File: src/hdl/cpu_pkg.sv
package cpu_pkg;

    // data path and memory word
    typedef logic [15:0] word_t;

    // destination register index, eight registers
    typedef logic [2:0] reg_idx_t;

    typedef logic [2:0] alu_op_t;

    // memToReg in the older stage naming
    typedef logic [1:0] wb_sel_t;

    localparam alu_op_t ALU_ADD   = 3'd0;
    localparam alu_op_t ALU_SUB   = 3'd1;  // a minus b
    localparam alu_op_t ALU_AND   = 3'd2;
    localparam alu_op_t ALU_OR    = 3'd3;
    localparam alu_op_t ALU_XOR   = 3'd4;
    localparam alu_op_t ALU_SLL   = 3'd5;  // shift amount from b[3:0]
    localparam alu_op_t ALU_SRL   = 3'd6;  // logical, zero fill
    localparam alu_op_t ALU_PASSB = 3'd7;  // address-only forms

    localparam wb_sel_t WB_ALU = 2'd0;
    localparam wb_sel_t WB_MEM = 2'd1;
    localparam wb_sel_t WB_PC  = 2'd2;     // link value
    localparam wb_sel_t WB_IMM = 2'd3;     // sign-extended immediate

endpackage

File: src/hdl/alu_exec.sv
`timescale 1ns/1ps

module alu_exec (
    input  logic             ex_alu_src,
    input  cpu_pkg::alu_op_t ex_alu_op,
    input  cpu_pkg::word_t   ex_reg1_data,
    input  cpu_pkg::word_t   ex_reg2_data,
    input  cpu_pkg::word_t   ex_imm,
    output cpu_pkg::word_t   ex_alu_out
);

    import cpu_pkg::*;

    word_t      op_a;
    word_t      op_b;
    logic [3:0] shamt;

    assign op_a  = ex_reg1_data;
    assign op_b  = ex_alu_src ? ex_imm : ex_reg2_data;  // immediate forms
    assign shamt = op_b[3:0];

    // all results wrap at the word width
    always_comb begin
        ex_alu_out = op_b;
        case (ex_alu_op)
            ALU_ADD: begin
                ex_alu_out = op_a + op_b;
            end
            ALU_SUB: begin
                ex_alu_out = op_a - op_b;
            end
            ALU_AND: begin
                ex_alu_out = op_a & op_b;
            end
            ALU_OR: begin
                ex_alu_out = op_a | op_b;
            end
            ALU_XOR: begin
                ex_alu_out = op_a ^ op_b;
            end
            ALU_SLL: begin
                ex_alu_out = op_a << shamt;
            end
            ALU_SRL: begin
                ex_alu_out = op_a >> shamt;  // no sign fill
            end
            ALU_PASSB: begin
                ex_alu_out = op_b;           // effective address passes through
            end
            default: begin
                ex_alu_out = op_b;
            end
        endcase
    end

endmodule

File: src/hdl/backend_top.sv
`timescale 1ns/1ps

module backend_top #(
    parameter int MEM_ADDR_W = 8
) (
    input  logic              clk,
    input  logic              rst_n,
    input  logic              id_mem_read,
    input  logic              id_mem_write,
    input  logic              id_reg_write,
    input  logic              id_createdump,
    input  logic              id_halt,
    input  logic              id_alu_src,
    input  cpu_pkg::alu_op_t  id_alu_op,
    input  cpu_pkg::wb_sel_t  id_mem_to_reg,
    input  cpu_pkg::reg_idx_t id_write_reg,
    input  cpu_pkg::word_t    id_reg1_data,
    input  cpu_pkg::word_t    id_reg2_data,
    input  cpu_pkg::word_t    id_imm,
    input  cpu_pkg::word_t    id_pc_plus,
    output logic              wb_reg_write,
    output cpu_pkg::reg_idx_t wb_write_reg,
    output cpu_pkg::word_t    wb_data,
    output logic              wb_halt,
    output logic              wb_createdump
);

    import cpu_pkg::*;

    // execute stage
    logic     ex_mem_read, ex_mem_write, ex_reg_write, ex_createdump, ex_halt, ex_alu_src;
    alu_op_t  ex_alu_op;
    wb_sel_t  ex_mem_to_reg;
    reg_idx_t ex_write_reg;
    word_t    ex_reg1_data, ex_reg2_data, ex_imm, ex_pc_plus, ex_alu_out;

    // memory stage
    logic     mem_mem_read, mem_mem_write, mem_reg_write, mem_createdump, mem_halt;
    wb_sel_t  mem_mem_to_reg;
    reg_idx_t mem_write_reg;
    word_t    mem_alu_out, mem_pc_plus, mem_reg2_data, mem_imm;

    word_t    wb_mem_data;  // registered load data

    id_ex i_id_ex (
        .clk(clk), .rst_n(rst_n),
        .id_mem_read(id_mem_read), .id_mem_write(id_mem_write),
        .id_reg_write(id_reg_write), .id_createdump(id_createdump),
        .id_halt(id_halt), .id_alu_src(id_alu_src), .id_alu_op(id_alu_op),
        .id_mem_to_reg(id_mem_to_reg), .id_write_reg(id_write_reg),
        .id_reg1_data(id_reg1_data), .id_reg2_data(id_reg2_data),
        .id_imm(id_imm), .id_pc_plus(id_pc_plus),
        .ex_mem_read(ex_mem_read), .ex_mem_write(ex_mem_write),
        .ex_reg_write(ex_reg_write), .ex_createdump(ex_createdump),
        .ex_halt(ex_halt), .ex_alu_src(ex_alu_src), .ex_alu_op(ex_alu_op),
        .ex_mem_to_reg(ex_mem_to_reg), .ex_write_reg(ex_write_reg),
        .ex_reg1_data(ex_reg1_data), .ex_reg2_data(ex_reg2_data),
        .ex_imm(ex_imm), .ex_pc_plus(ex_pc_plus)
    );

    alu_exec i_alu_exec (
        .ex_alu_src(ex_alu_src), .ex_alu_op(ex_alu_op),
        .ex_reg1_data(ex_reg1_data), .ex_reg2_data(ex_reg2_data),
        .ex_imm(ex_imm), .ex_alu_out(ex_alu_out)
    );

    ex_mem i_ex_mem (
        .clk(clk), .rst_n(rst_n),
        .ex_mem_read(ex_mem_read), .ex_mem_write(ex_mem_write),
        .ex_reg_write(ex_reg_write), .ex_createdump(ex_createdump),
        .ex_halt(ex_halt), .ex_mem_to_reg(ex_mem_to_reg),
        .ex_write_reg(ex_write_reg), .ex_alu_out(ex_alu_out),
        .ex_pc_plus(ex_pc_plus), .ex_reg2_data(ex_reg2_data), .ex_imm(ex_imm),
        .mem_mem_read(mem_mem_read), .mem_mem_write(mem_mem_write),
        .mem_reg_write(mem_reg_write), .mem_createdump(mem_createdump),
        .mem_halt(mem_halt), .mem_mem_to_reg(mem_mem_to_reg),
        .mem_write_reg(mem_write_reg), .mem_alu_out(mem_alu_out),
        .mem_pc_plus(mem_pc_plus), .mem_reg2_data(mem_reg2_data), .mem_imm(mem_imm)
    );

    data_mem #(
        .MEM_ADDR_W(MEM_ADDR_W)
    ) i_data_mem (
        .clk(clk),
        .mem_mem_read(mem_mem_read), .mem_mem_write(mem_mem_write),
        .mem_alu_out(mem_alu_out), .mem_reg2_data(mem_reg2_data),
        .wb_mem_data(wb_mem_data)
    );

    mem_wb i_mem_wb (
        .clk(clk), .rst_n(rst_n),
        .mem_reg_write(mem_reg_write), .mem_createdump(mem_createdump),
        .mem_halt(mem_halt), .mem_mem_to_reg(mem_mem_to_reg),
        .mem_write_reg(mem_write_reg), .mem_alu_out(mem_alu_out),
        .mem_pc_plus(mem_pc_plus), .mem_imm(mem_imm), .wb_mem_data(wb_mem_data),
        .wb_reg_write(wb_reg_write), .wb_write_reg(wb_write_reg),
        .wb_data(wb_data), .wb_halt(wb_halt), .wb_createdump(wb_createdump)
    );

endmodule

File: src/hdl/data_mem.sv
`timescale 1ns/1ps

module data_mem #(
    parameter int MEM_ADDR_W = 8
) (
    input  logic           clk,
    input  logic           mem_mem_read,
    input  logic           mem_mem_write,
    input  cpu_pkg::word_t mem_alu_out,
    input  cpu_pkg::word_t mem_reg2_data,
    output cpu_pkg::word_t wb_mem_data
);

    import cpu_pkg::*;

    localparam int DEPTH = 1 << MEM_ADDR_W;

    word_t                 mem [DEPTH];
    logic [MEM_ADDR_W-1:0] addr;

    assign addr = mem_alu_out[MEM_ADDR_W-1:0];  // word address, upper bits ignored

    // store lands at the edge closing its MEM cycle
    always_ff @(posedge clk) begin
        if (mem_mem_write) begin
            mem[addr] <= mem_reg2_data;
        end
    end

    // registered read, lines up with the mem_wb capture
    always_ff @(posedge clk) begin
        if (mem_mem_read) begin
            wb_mem_data <= mem[addr];
        end
    end

endmodule

File: src/hdl/ex_mem.sv
`timescale 1ns/1ps

module ex_mem (
    input  logic              clk,
    input  logic              rst_n,
    input  logic              ex_mem_read,
    input  logic              ex_mem_write,
    input  logic              ex_reg_write,
    input  logic              ex_createdump,
    input  logic              ex_halt,
    input  cpu_pkg::wb_sel_t  ex_mem_to_reg,
    input  cpu_pkg::reg_idx_t ex_write_reg,
    input  cpu_pkg::word_t    ex_alu_out,
    input  cpu_pkg::word_t    ex_pc_plus,
    input  cpu_pkg::word_t    ex_reg2_data,
    input  cpu_pkg::word_t    ex_imm,
    output logic              mem_mem_read,
    output logic              mem_mem_write,
    output logic              mem_reg_write,
    output logic              mem_createdump,
    output logic              mem_halt,
    output cpu_pkg::wb_sel_t  mem_mem_to_reg,
    output cpu_pkg::reg_idx_t mem_write_reg,
    output cpu_pkg::word_t    mem_alu_out,
    output cpu_pkg::word_t    mem_pc_plus,
    output cpu_pkg::word_t    mem_reg2_data,
    output cpu_pkg::word_t    mem_imm
);

    always_ff @(posedge clk) begin
        if (!rst_n) begin
            mem_mem_read   <= 1'b0;
            mem_mem_write  <= 1'b0;  // no stray store out of reset
            mem_reg_write  <= 1'b0;
            mem_createdump <= 1'b0;
            mem_halt       <= 1'b0;
            mem_mem_to_reg <= '0;
            mem_write_reg  <= '0;
            mem_alu_out    <= '0;
            mem_pc_plus    <= '0;
            mem_reg2_data  <= '0;
            mem_imm        <= '0;
        end else begin
            mem_mem_read   <= ex_mem_read;
            mem_mem_write  <= ex_mem_write;
            mem_reg_write  <= ex_reg_write;
            mem_createdump <= ex_createdump;
            mem_halt       <= ex_halt;
            mem_mem_to_reg <= ex_mem_to_reg;
            mem_write_reg  <= ex_write_reg;
            mem_alu_out    <= ex_alu_out;    // address for data_mem
            mem_pc_plus    <= ex_pc_plus;
            mem_reg2_data  <= ex_reg2_data;  // store data
            mem_imm        <= ex_imm;
        end
    end

endmodule

File: src/hdl/id_ex.sv
`timescale 1ns/1ps

module id_ex (
    input  logic              clk,
    input  logic              rst_n,
    input  logic              id_mem_read,
    input  logic              id_mem_write,
    input  logic              id_reg_write,
    input  logic              id_createdump,
    input  logic              id_halt,
    input  logic              id_alu_src,
    input  cpu_pkg::alu_op_t  id_alu_op,
    input  cpu_pkg::wb_sel_t  id_mem_to_reg,
    input  cpu_pkg::reg_idx_t id_write_reg,
    input  cpu_pkg::word_t    id_reg1_data,
    input  cpu_pkg::word_t    id_reg2_data,
    input  cpu_pkg::word_t    id_imm,
    input  cpu_pkg::word_t    id_pc_plus,
    output logic              ex_mem_read,
    output logic              ex_mem_write,
    output logic              ex_reg_write,
    output logic              ex_createdump,
    output logic              ex_halt,
    output logic              ex_alu_src,
    output cpu_pkg::alu_op_t  ex_alu_op,
    output cpu_pkg::wb_sel_t  ex_mem_to_reg,
    output cpu_pkg::reg_idx_t ex_write_reg,
    output cpu_pkg::word_t    ex_reg1_data,
    output cpu_pkg::word_t    ex_reg2_data,
    output cpu_pkg::word_t    ex_imm,
    output cpu_pkg::word_t    ex_pc_plus
);

    always_ff @(posedge clk) begin
        if (!rst_n) begin
            ex_mem_read   <= 1'b0;  // reset looks like a bubble
            ex_mem_write  <= 1'b0;
            ex_reg_write  <= 1'b0;
            ex_createdump <= 1'b0;
            ex_halt       <= 1'b0;
            ex_alu_src    <= 1'b0;
            ex_alu_op     <= '0;
            ex_mem_to_reg <= '0;
            ex_write_reg  <= '0;
            ex_reg1_data  <= '0;
            ex_reg2_data  <= '0;
            ex_imm        <= '0;
            ex_pc_plus    <= '0;
        end else begin
            ex_mem_read   <= id_mem_read;
            ex_mem_write  <= id_mem_write;
            ex_reg_write  <= id_reg_write;
            ex_createdump <= id_createdump;
            ex_halt       <= id_halt;
            ex_alu_src    <= id_alu_src;
            ex_alu_op     <= id_alu_op;
            ex_mem_to_reg <= id_mem_to_reg;
            ex_write_reg  <= id_write_reg;
            ex_reg1_data  <= id_reg1_data;
            ex_reg2_data  <= id_reg2_data;  // also the store data later
            ex_imm        <= id_imm;
            ex_pc_plus    <= id_pc_plus;
        end
    end

endmodule

File: src/hdl/mem_wb.sv
`timescale 1ns/1ps

module mem_wb (
    input  logic              clk,
    input  logic              rst_n,
    input  logic              mem_reg_write,
    input  logic              mem_createdump,
    input  logic              mem_halt,
    input  cpu_pkg::wb_sel_t  mem_mem_to_reg,
    input  cpu_pkg::reg_idx_t mem_write_reg,
    input  cpu_pkg::word_t    mem_alu_out,
    input  cpu_pkg::word_t    mem_pc_plus,
    input  cpu_pkg::word_t    mem_imm,
    input  cpu_pkg::word_t    wb_mem_data,
    output logic              wb_reg_write,
    output cpu_pkg::reg_idx_t wb_write_reg,
    output cpu_pkg::word_t    wb_data,
    output logic              wb_halt,
    output logic              wb_createdump
);

    import cpu_pkg::*;

    wb_sel_t wb_mem_to_reg;
    word_t   wb_alu_out;
    word_t   wb_pc_plus;
    word_t   wb_imm;

    // memory data is already registered inside data_mem
    always_ff @(posedge clk) begin
        if (!rst_n) begin
            wb_reg_write  <= 1'b0;
            wb_write_reg  <= '0;
            wb_halt       <= 1'b0;
            wb_createdump <= 1'b0;
            wb_mem_to_reg <= '0;
            wb_alu_out    <= '0;
            wb_pc_plus    <= '0;
            wb_imm        <= '0;
        end else begin
            wb_reg_write  <= mem_reg_write;
            wb_write_reg  <= mem_write_reg;
            wb_halt       <= mem_halt;
            wb_createdump <= mem_createdump;
            wb_mem_to_reg <= mem_mem_to_reg;
            wb_alu_out    <= mem_alu_out;
            wb_pc_plus    <= mem_pc_plus;
            wb_imm        <= mem_imm;
        end
    end

    always_comb begin
        case (wb_mem_to_reg)
            WB_MEM:  wb_data = wb_mem_data;
            WB_PC:   wb_data = wb_pc_plus;  // link register value
            WB_IMM:  wb_data = wb_imm;
            default: wb_data = wb_alu_out;  // WB_ALU
        endcase
    end

endmodule

File: config.mk
export PLATFORM = sky130hd
export DESIGN_NAME = backend_top
export DESIGN_NICKNAME = d
export VERILOG_FILES = /design/src/hdl/cpu_pkg.sv /design/src/hdl/alu_exec.sv /design/src/hdl/backend_top.sv /design/src/hdl/data_mem.sv /design/src/hdl/ex_mem.sv /design/src/hdl/id_ex.sv /design/src/hdl/mem_wb.sv
export SDC_FILE = /design/constraint.sdc
export NUM_CORES = 2
export LEC_CHECK = 0
export BUFFER_PORTS_ARGS = -buffer_cell sky130_fd_sc_hd__clkbuf_2
export CORE_MARGIN = 10
export CORE_UTILIZATION = 30
export CTS_BUF_LIST = sky130_fd_sc_hd__clkbuf_8
export CTS_CLUSTER_SIZE = 20
export DETAILED_ROUTE_END_ITERATION = 12
export GPL_ROUTABILITY_DRIVEN = 0
export PLACE_DENSITY_LB_ADDON = 0.15
export SYNTH_ARGS = -nofsm -noshare
export SYNTH_HDL_FRONTEND = slang
export SYNTH_SLANG_ARGS = --single-unit
File: constraint.sdc
create_clock -name clk -period 6.5 [get_ports clk]
set_input_delay 0.65 -clock clk [delete_from_list [all_inputs] [get_ports clk]]
set_output_delay 0.65 -clock clk [all_outputs]
set_load 0.02 [all_outputs]
Word-level counts from Yosys, hierarchy flattened
Memory sizes are Yosys's and may differ from the RTL's. A register that Yosys moved wholly into a read port is not among the register bits.
Cells that the tools add are included.
{"block": "word_totals", "mem_count": 1, "ram_bits": 4096, "elab_cells": 56, "input_bits": 80, "reg_bits": 208, "out_inout_bits": 22}
{"block": "op_classes", "n_mux": 5, "bitwise_logic": 3, "eq_ne": 10, "n_reduce_logical": 1, "add_sub_neg": 2, "n_shift": 2}
{"memory": "i_data_mem.mem", "words": 256, "width": 16, "rd": 1, "rd_ports_with_merged_regs": 1, "wr": 1, "line_no": "data_mem.sv:18", "source": "word_t mem [DEPTH];"}
{"cell": "$pmux 16 s8", "n": 1}
{"cell": "$pmux 16 s3", "n": 1}
{"cell": "$add 16x16->16", "n": 1}
{"cell": "$and 16x16->16", "n": 1}
{"cell": "$mux 16", "n": 1}
{"cell": "$or 16x16->16", "n": 1}
{"cell": "$shl 16x4->16", "n": 1}
{"cell": "$shr 16x4->16", "n": 1}
{"cell": "$sub 16x16->16", "n": 1}
{"cell": "$xor 16x16->16", "n": 1}
{"cell": "$eq 3x3->1 const B", "n": 4}
{"cell": "$eq 3x2->1 const B", "n": 2}
{"cell": "$eq 2x2->1 const B", "n": 2}
{"cell": "$eq 3x1->1 const B", "n": 1}
{"cell": "$logic_not 3->1", "n": 1}
{"cell": "$eq 2x1->1 const B", "n": 1}
{"cell": "$mux 1", "n": 2}

Longest topological paths before layout
{"block": "depth", "ltp_word": 3, "mapped_depth": 17, "depth_no_buf": 13}

By module
From an unflattened synthesis, not the netlist that was laid out.
{"block": "hier_totals", "cells_unflattened": 7701, "area_unflattened_um2": 165277.3}
{"module": "data_mem", "area_per_inst_um2": 155559.2, "n_inst": 1, "seq_area_each_um2": 123478.4, "cells_each": 6727}
{"module": "alu_exec", "area_per_inst_um2": 3667.3, "n_inst": 1, "seq_area_each_um2": 0.0, "cells_each": 516}
{"module": "id_ex", "area_per_inst_um2": 2104.5, "n_inst": 1, "seq_area_each_um2": 1561.5, "cells_each": 164}
{"module": "ex_mem", "area_per_inst_um2": 2028.2, "n_inst": 1, "seq_area_each_um2": 1481.4, "cells_each": 156}
{"module": "mem_wb", "area_per_inst_um2": 1918.1, "n_inst": 1, "seq_area_each_um2": 1121.1, "cells_each": 138}

Least setup slack after synthesis
No wires, ideal clock.
{"block": "synth_timing", "kind": "reg-to-reg", "startpoint": "register i_ex_mem.mem_reg2_data[0]", "endpoint": "memory i_data_mem.mem[0][0] (netlist bit) (data pin)", "path_stages_with_launch": 1, "t_arrival_ns": 3.382, "synth_period_minus_slack_ns": 4.234, "setup_time_ns": 0.852, "required_time_ns": 5.648, "setup_slack_ns": 2.266, "path_buffers": 0, "path_cell_list": "dfxtp_1"}
{"item": "from (decl)", "line_no": "ex_mem.sv:26", "source": "output cpu_pkg::word_t mem_reg2_data,"}
{"item": "from (signal assigned)", "line_no": "ex_mem.sv:53", "source": "mem_reg2_data <= ex_reg2_data;"}
{"item": "to (decl)", "line_no": "data_mem.sv:18"}
Straight into the memory's write port.

==> flow_summary.json <==
{
  "status": "complete, no violations",
  "cts-buffers-inserted": 739,
  "finalCritPeriodShare_pct": 83.1,
  "crit_type": "reg -> reg",
  "globalRouteOverflowTotal": 0,
  "cts_setup_buffers": 0,
  "yosys.area_share.adder_pct": 0.381,
  "swShare_pct": 25.5,
  "crit_fanout": 33,
  "synth-edff-count": 4112,
  "die_height_microns": 765,
  "min-delay-path-class": "in -> reg",
  "postCtsHoldBufs": 161,
  "dieArea_sq_um": 585000,
  "via_count": 82317,
  "fin_crit_ps": 5400,
  "via_per_inst": 5.08,
  "syn-cell-area_sq_um": 166000,
  "p_clk_share_pct": 39.2,
  "synthMuxAreaShare_pct": 18.1,
  "finalHoldViolations": 0,
  "required_ps": 7600,
  "drv_cap": 0,
  "worstMarginPinSlew_ps": 1460,
  "reg2reg_slack_ps": 1100,
  "synth_nets": 7422,
  "initial_core_util_pct": 30.1,
  "setup_violations": 0,
  "fin_tns_setup_ps": 0,
  "yosysSeqAreaShare_pct": 76.7,
  "leakage_uw": 0.0692,
  "slew_headroom_pct": 2.45,
  "grt_pass1_vias": 86059,
  "clock_skew_ps": 167,
  "num-fill-cells": 51275,
  "whs_ps": 260,
  "clock-sinks": 4320,
  "r2r_start": "i_ex_mem.mem_alu_out[0]$_SDFF_PN0_",
  "synth_ff_type": "edfxtp_1",
  "synth_xor_area_share_pct": 0.126,
  "portBuffers": 101,
  "routed_wl_microns": 517000,
  "powerDensity_nw_per_um2": 300,
  "synthCells": 7292,
  "clk_latency_ps": 1370,
  "cts.htree.levels": 6,
  "wire_per_inst_microns": 31.9,
  "seq_power_share_pct": 52.7,
  "synth_top_family_by_area": "multiplexers",
  "rows": 273,
  "startpoint": "i_ex_mem.mem_alu_out[0]$_SDFF_PN0_",
  "cts_root_buf": "clkbuf_8",
  "reg2regPathDepth": 7,
  "endpoint": "i_data_mem.wb_mem_data[9]$_DFFE_PP_",
  "synth_compound_area_share_pct": 1.17,
  "critPathCaptureType": "flip-flop",
  "core_sq_um": 553000,
  "pin_count": 102,
  "drive_gt1_share_pct": 34.2,
  "grt_util_all_layers_pct": 17.2,
  "drt-pass1-iter-count": 6,
  "ys_seq_elements": 4320,
  "drv_slew": 0,
  "min_path_cells": 3,
  "die_x_microns": 765,
  "grt_max_degree": 190,
  "syn2layout_area_growth_pct": 16.7,
  "fmax_mhz": 185,
  "grt_pass1_wl_microns": 712000,
  "synth-async-reset-ratio_pct": 0,
  "cts_tree": "yes",
  "synthSimpleGateAreaFrac_pct": 2.21,
  "worstReg2RegEnd": "i_data_mem.wb_mem_data[9]$_DFFE_PP_",
  "avgSynthCellArea_sq_um": 22.8,
  "ys_warn_count": 0,
  "cts_resized": 0,
  "largest_reg_flops": 4096,
  "clkTransAtPathRegs_ps": 60,
  "synthDistinctLibCells": 61,
  "intPower_uw": 43400,
  "drc": 0,
  "antenna_found_initial": 41,
  "nets": 8453,
  "startpoint_type": "flip-flop",
  "rsz0062_at_grt": "false",
  "cts_buffer_depth": 4,
  "regMostFlops": "i_data_mem.mem",
  "p_switching_uw": 14900,
  "dp_hpwl_microns": 300000,
  "peakVddDrop_v": 0.000191,
  "drtAntennaViolNets": 0,
  "drt_iter0_markers": 9093,
  "power_frac_comb_pct": 8.2,
  "cp.arrival_ps": 6500
}
## synthesized netlist by cell type (23+ instances only)
master,n,share of area (%)
a22oi_1,66,0.30
a21oi_1,51,0.15
nor3_1,49,0.15
buf_2,123,0.37
nand2_1,100,0.23
dfxtp_1,208,2.5
clkbuf_1,212,0.48
nor2_1,308,0.70
o21ai_0,37,0.11
mux4_2,1296,18
nand3_1,69,0.21
inv_1,39,0.088
xnor2_1,23,0.12
ha_1,49,0.37
edfxtp_1,4112,74
buf_1,43,0.097
and2_1,196,0.74
mux2i_1,88,0.53
## kinds of logic after synthesis
logic type | after synthesis
DFF | 4320
xor gates and xnor gates | 24
buffers and inverters | 457
adders and majority gates | 50
muxes | 1392
AOI/OAI and AO/OA | 276
and+or+nand+nor | 773
## power groups by stage
stage / clock network [uW] / registers (uW) / logic [uW]
4_1_cts: 23600 / 30700 / 4830
2_1_floorplan: 0 / 31300 / 2710
3_5_place_dp: 0 / 31300 / 4750
6_report: 22800 / 30700 / 4750
3_3_place_gp: 0 / 31300 / 4740
5_1_grt: 24800 / 30700 / 4990
## layer usage
metal | wire [microns] | vias to the layer above | part of all wire (%) | track usage (%)
li1 | - | 33076 | - | -
met1 | 222000 | 45392 | 43 | 23.7
met2 | 246000 | 3091 | 48 | 27.9
met3 | 35000 | 756 | 6.8 | 3.63
met4 | 13900 | 2 | 2.7 | 4.46
met5 | 9 | - | 0.0017 | 0
## stage by stage
stage / util (%) / cells / cell area [sq um] / setup slack, ps / total power [uW]
finish: 35.1 / 16191 / 194000 / 1100 / 58300
global route: 35.1 / 16176 / 194000 / 1120 / 60500
CTS: 35.1 / 16170 / 194000 / 1250 / 59100
detailed placement: 32.4 / 14708 / 179000 / 1140 / 36000
global placement: 32.4 / 14707 / 179000 / 1150 / 36000
floorplan: - / 7292 / 166000 / 2270 / 34000
## cells in the final DEF (no fill, tap or decap), types with 56 or more instances in the layout
cell,netlist,layout
a22oi_1,66,66
and2_1,196,196
buf_4,17,401
clkbuf_2,0,100
clkbuf_8,0,753
clkinv_1,4,183
clkinv_2,0,56
dfxtp_1,208,183
dlygate4sd3_1,0,161
edfxtp_1,4112,4112
inv_1,39,284
mux2i_1,88,84
mux4_2,1296,1296
nand2_1,100,88
nand3_1,69,65
nor2_1,308,67
nor2_2,0,227
## worst min path at each step
stage	from	end	slack (ps)
after floorplan	i_id_ex.ex_createdump$_SDFF_PN0_	i_ex_mem.mem_createdump$_SDFF_PN0_	410
after global placement	i_ex_mem.mem_imm[4]$_SDFF_PN0_	i_mem_wb.wb_imm[4]$_SDFF_PN0_	420
after detailed placement	i_ex_mem.mem_imm[7]$_SDFF_PN0_	i_mem_wb.wb_imm[7]$_SDFF_PN0_	420
after CTS	id_reg2_data[4]	i_id_ex.ex_reg2_data[4]$_SDFF_PN0_	100
after global routing	id_reg2_data[4]	i_id_ex.ex_reg2_data[4]$_SDFF_PN0_	170
final	id_reg2_data[4]	i_id_ex.ex_reg2_data[4]$_SDFF_PN0_	260
## worst max-delay path: stages, from the launching register on
cell and delay [ps]:
dfxtp_4 1030, buf_12 380, buf_4 310, mux4_2 550, mux4_2 620, a22oi_1 1070, nand3_1 520, or4_1 640
## layout make-up
cell class | instances | area (sq um) | share of cell area (%)
Tap cell | 7287 | 9120 | 4.70
Timing Repair Buffer | 702 | 5920 | 3.05
Antenna cell | 21 | 52.6 | 0.0271
Sequential cell | 4320 | 128000 | 65.8
Multi-Input combinational cell | 2515 | 37600 | 19.4
Clock buffer | 753 | 10400 | 5.34
Inverter | 45 | 169 | 0.0871
Clock inverter | 548 | 3120 | 1.61
No activity file was read; power rests on OpenSTA's default activity.
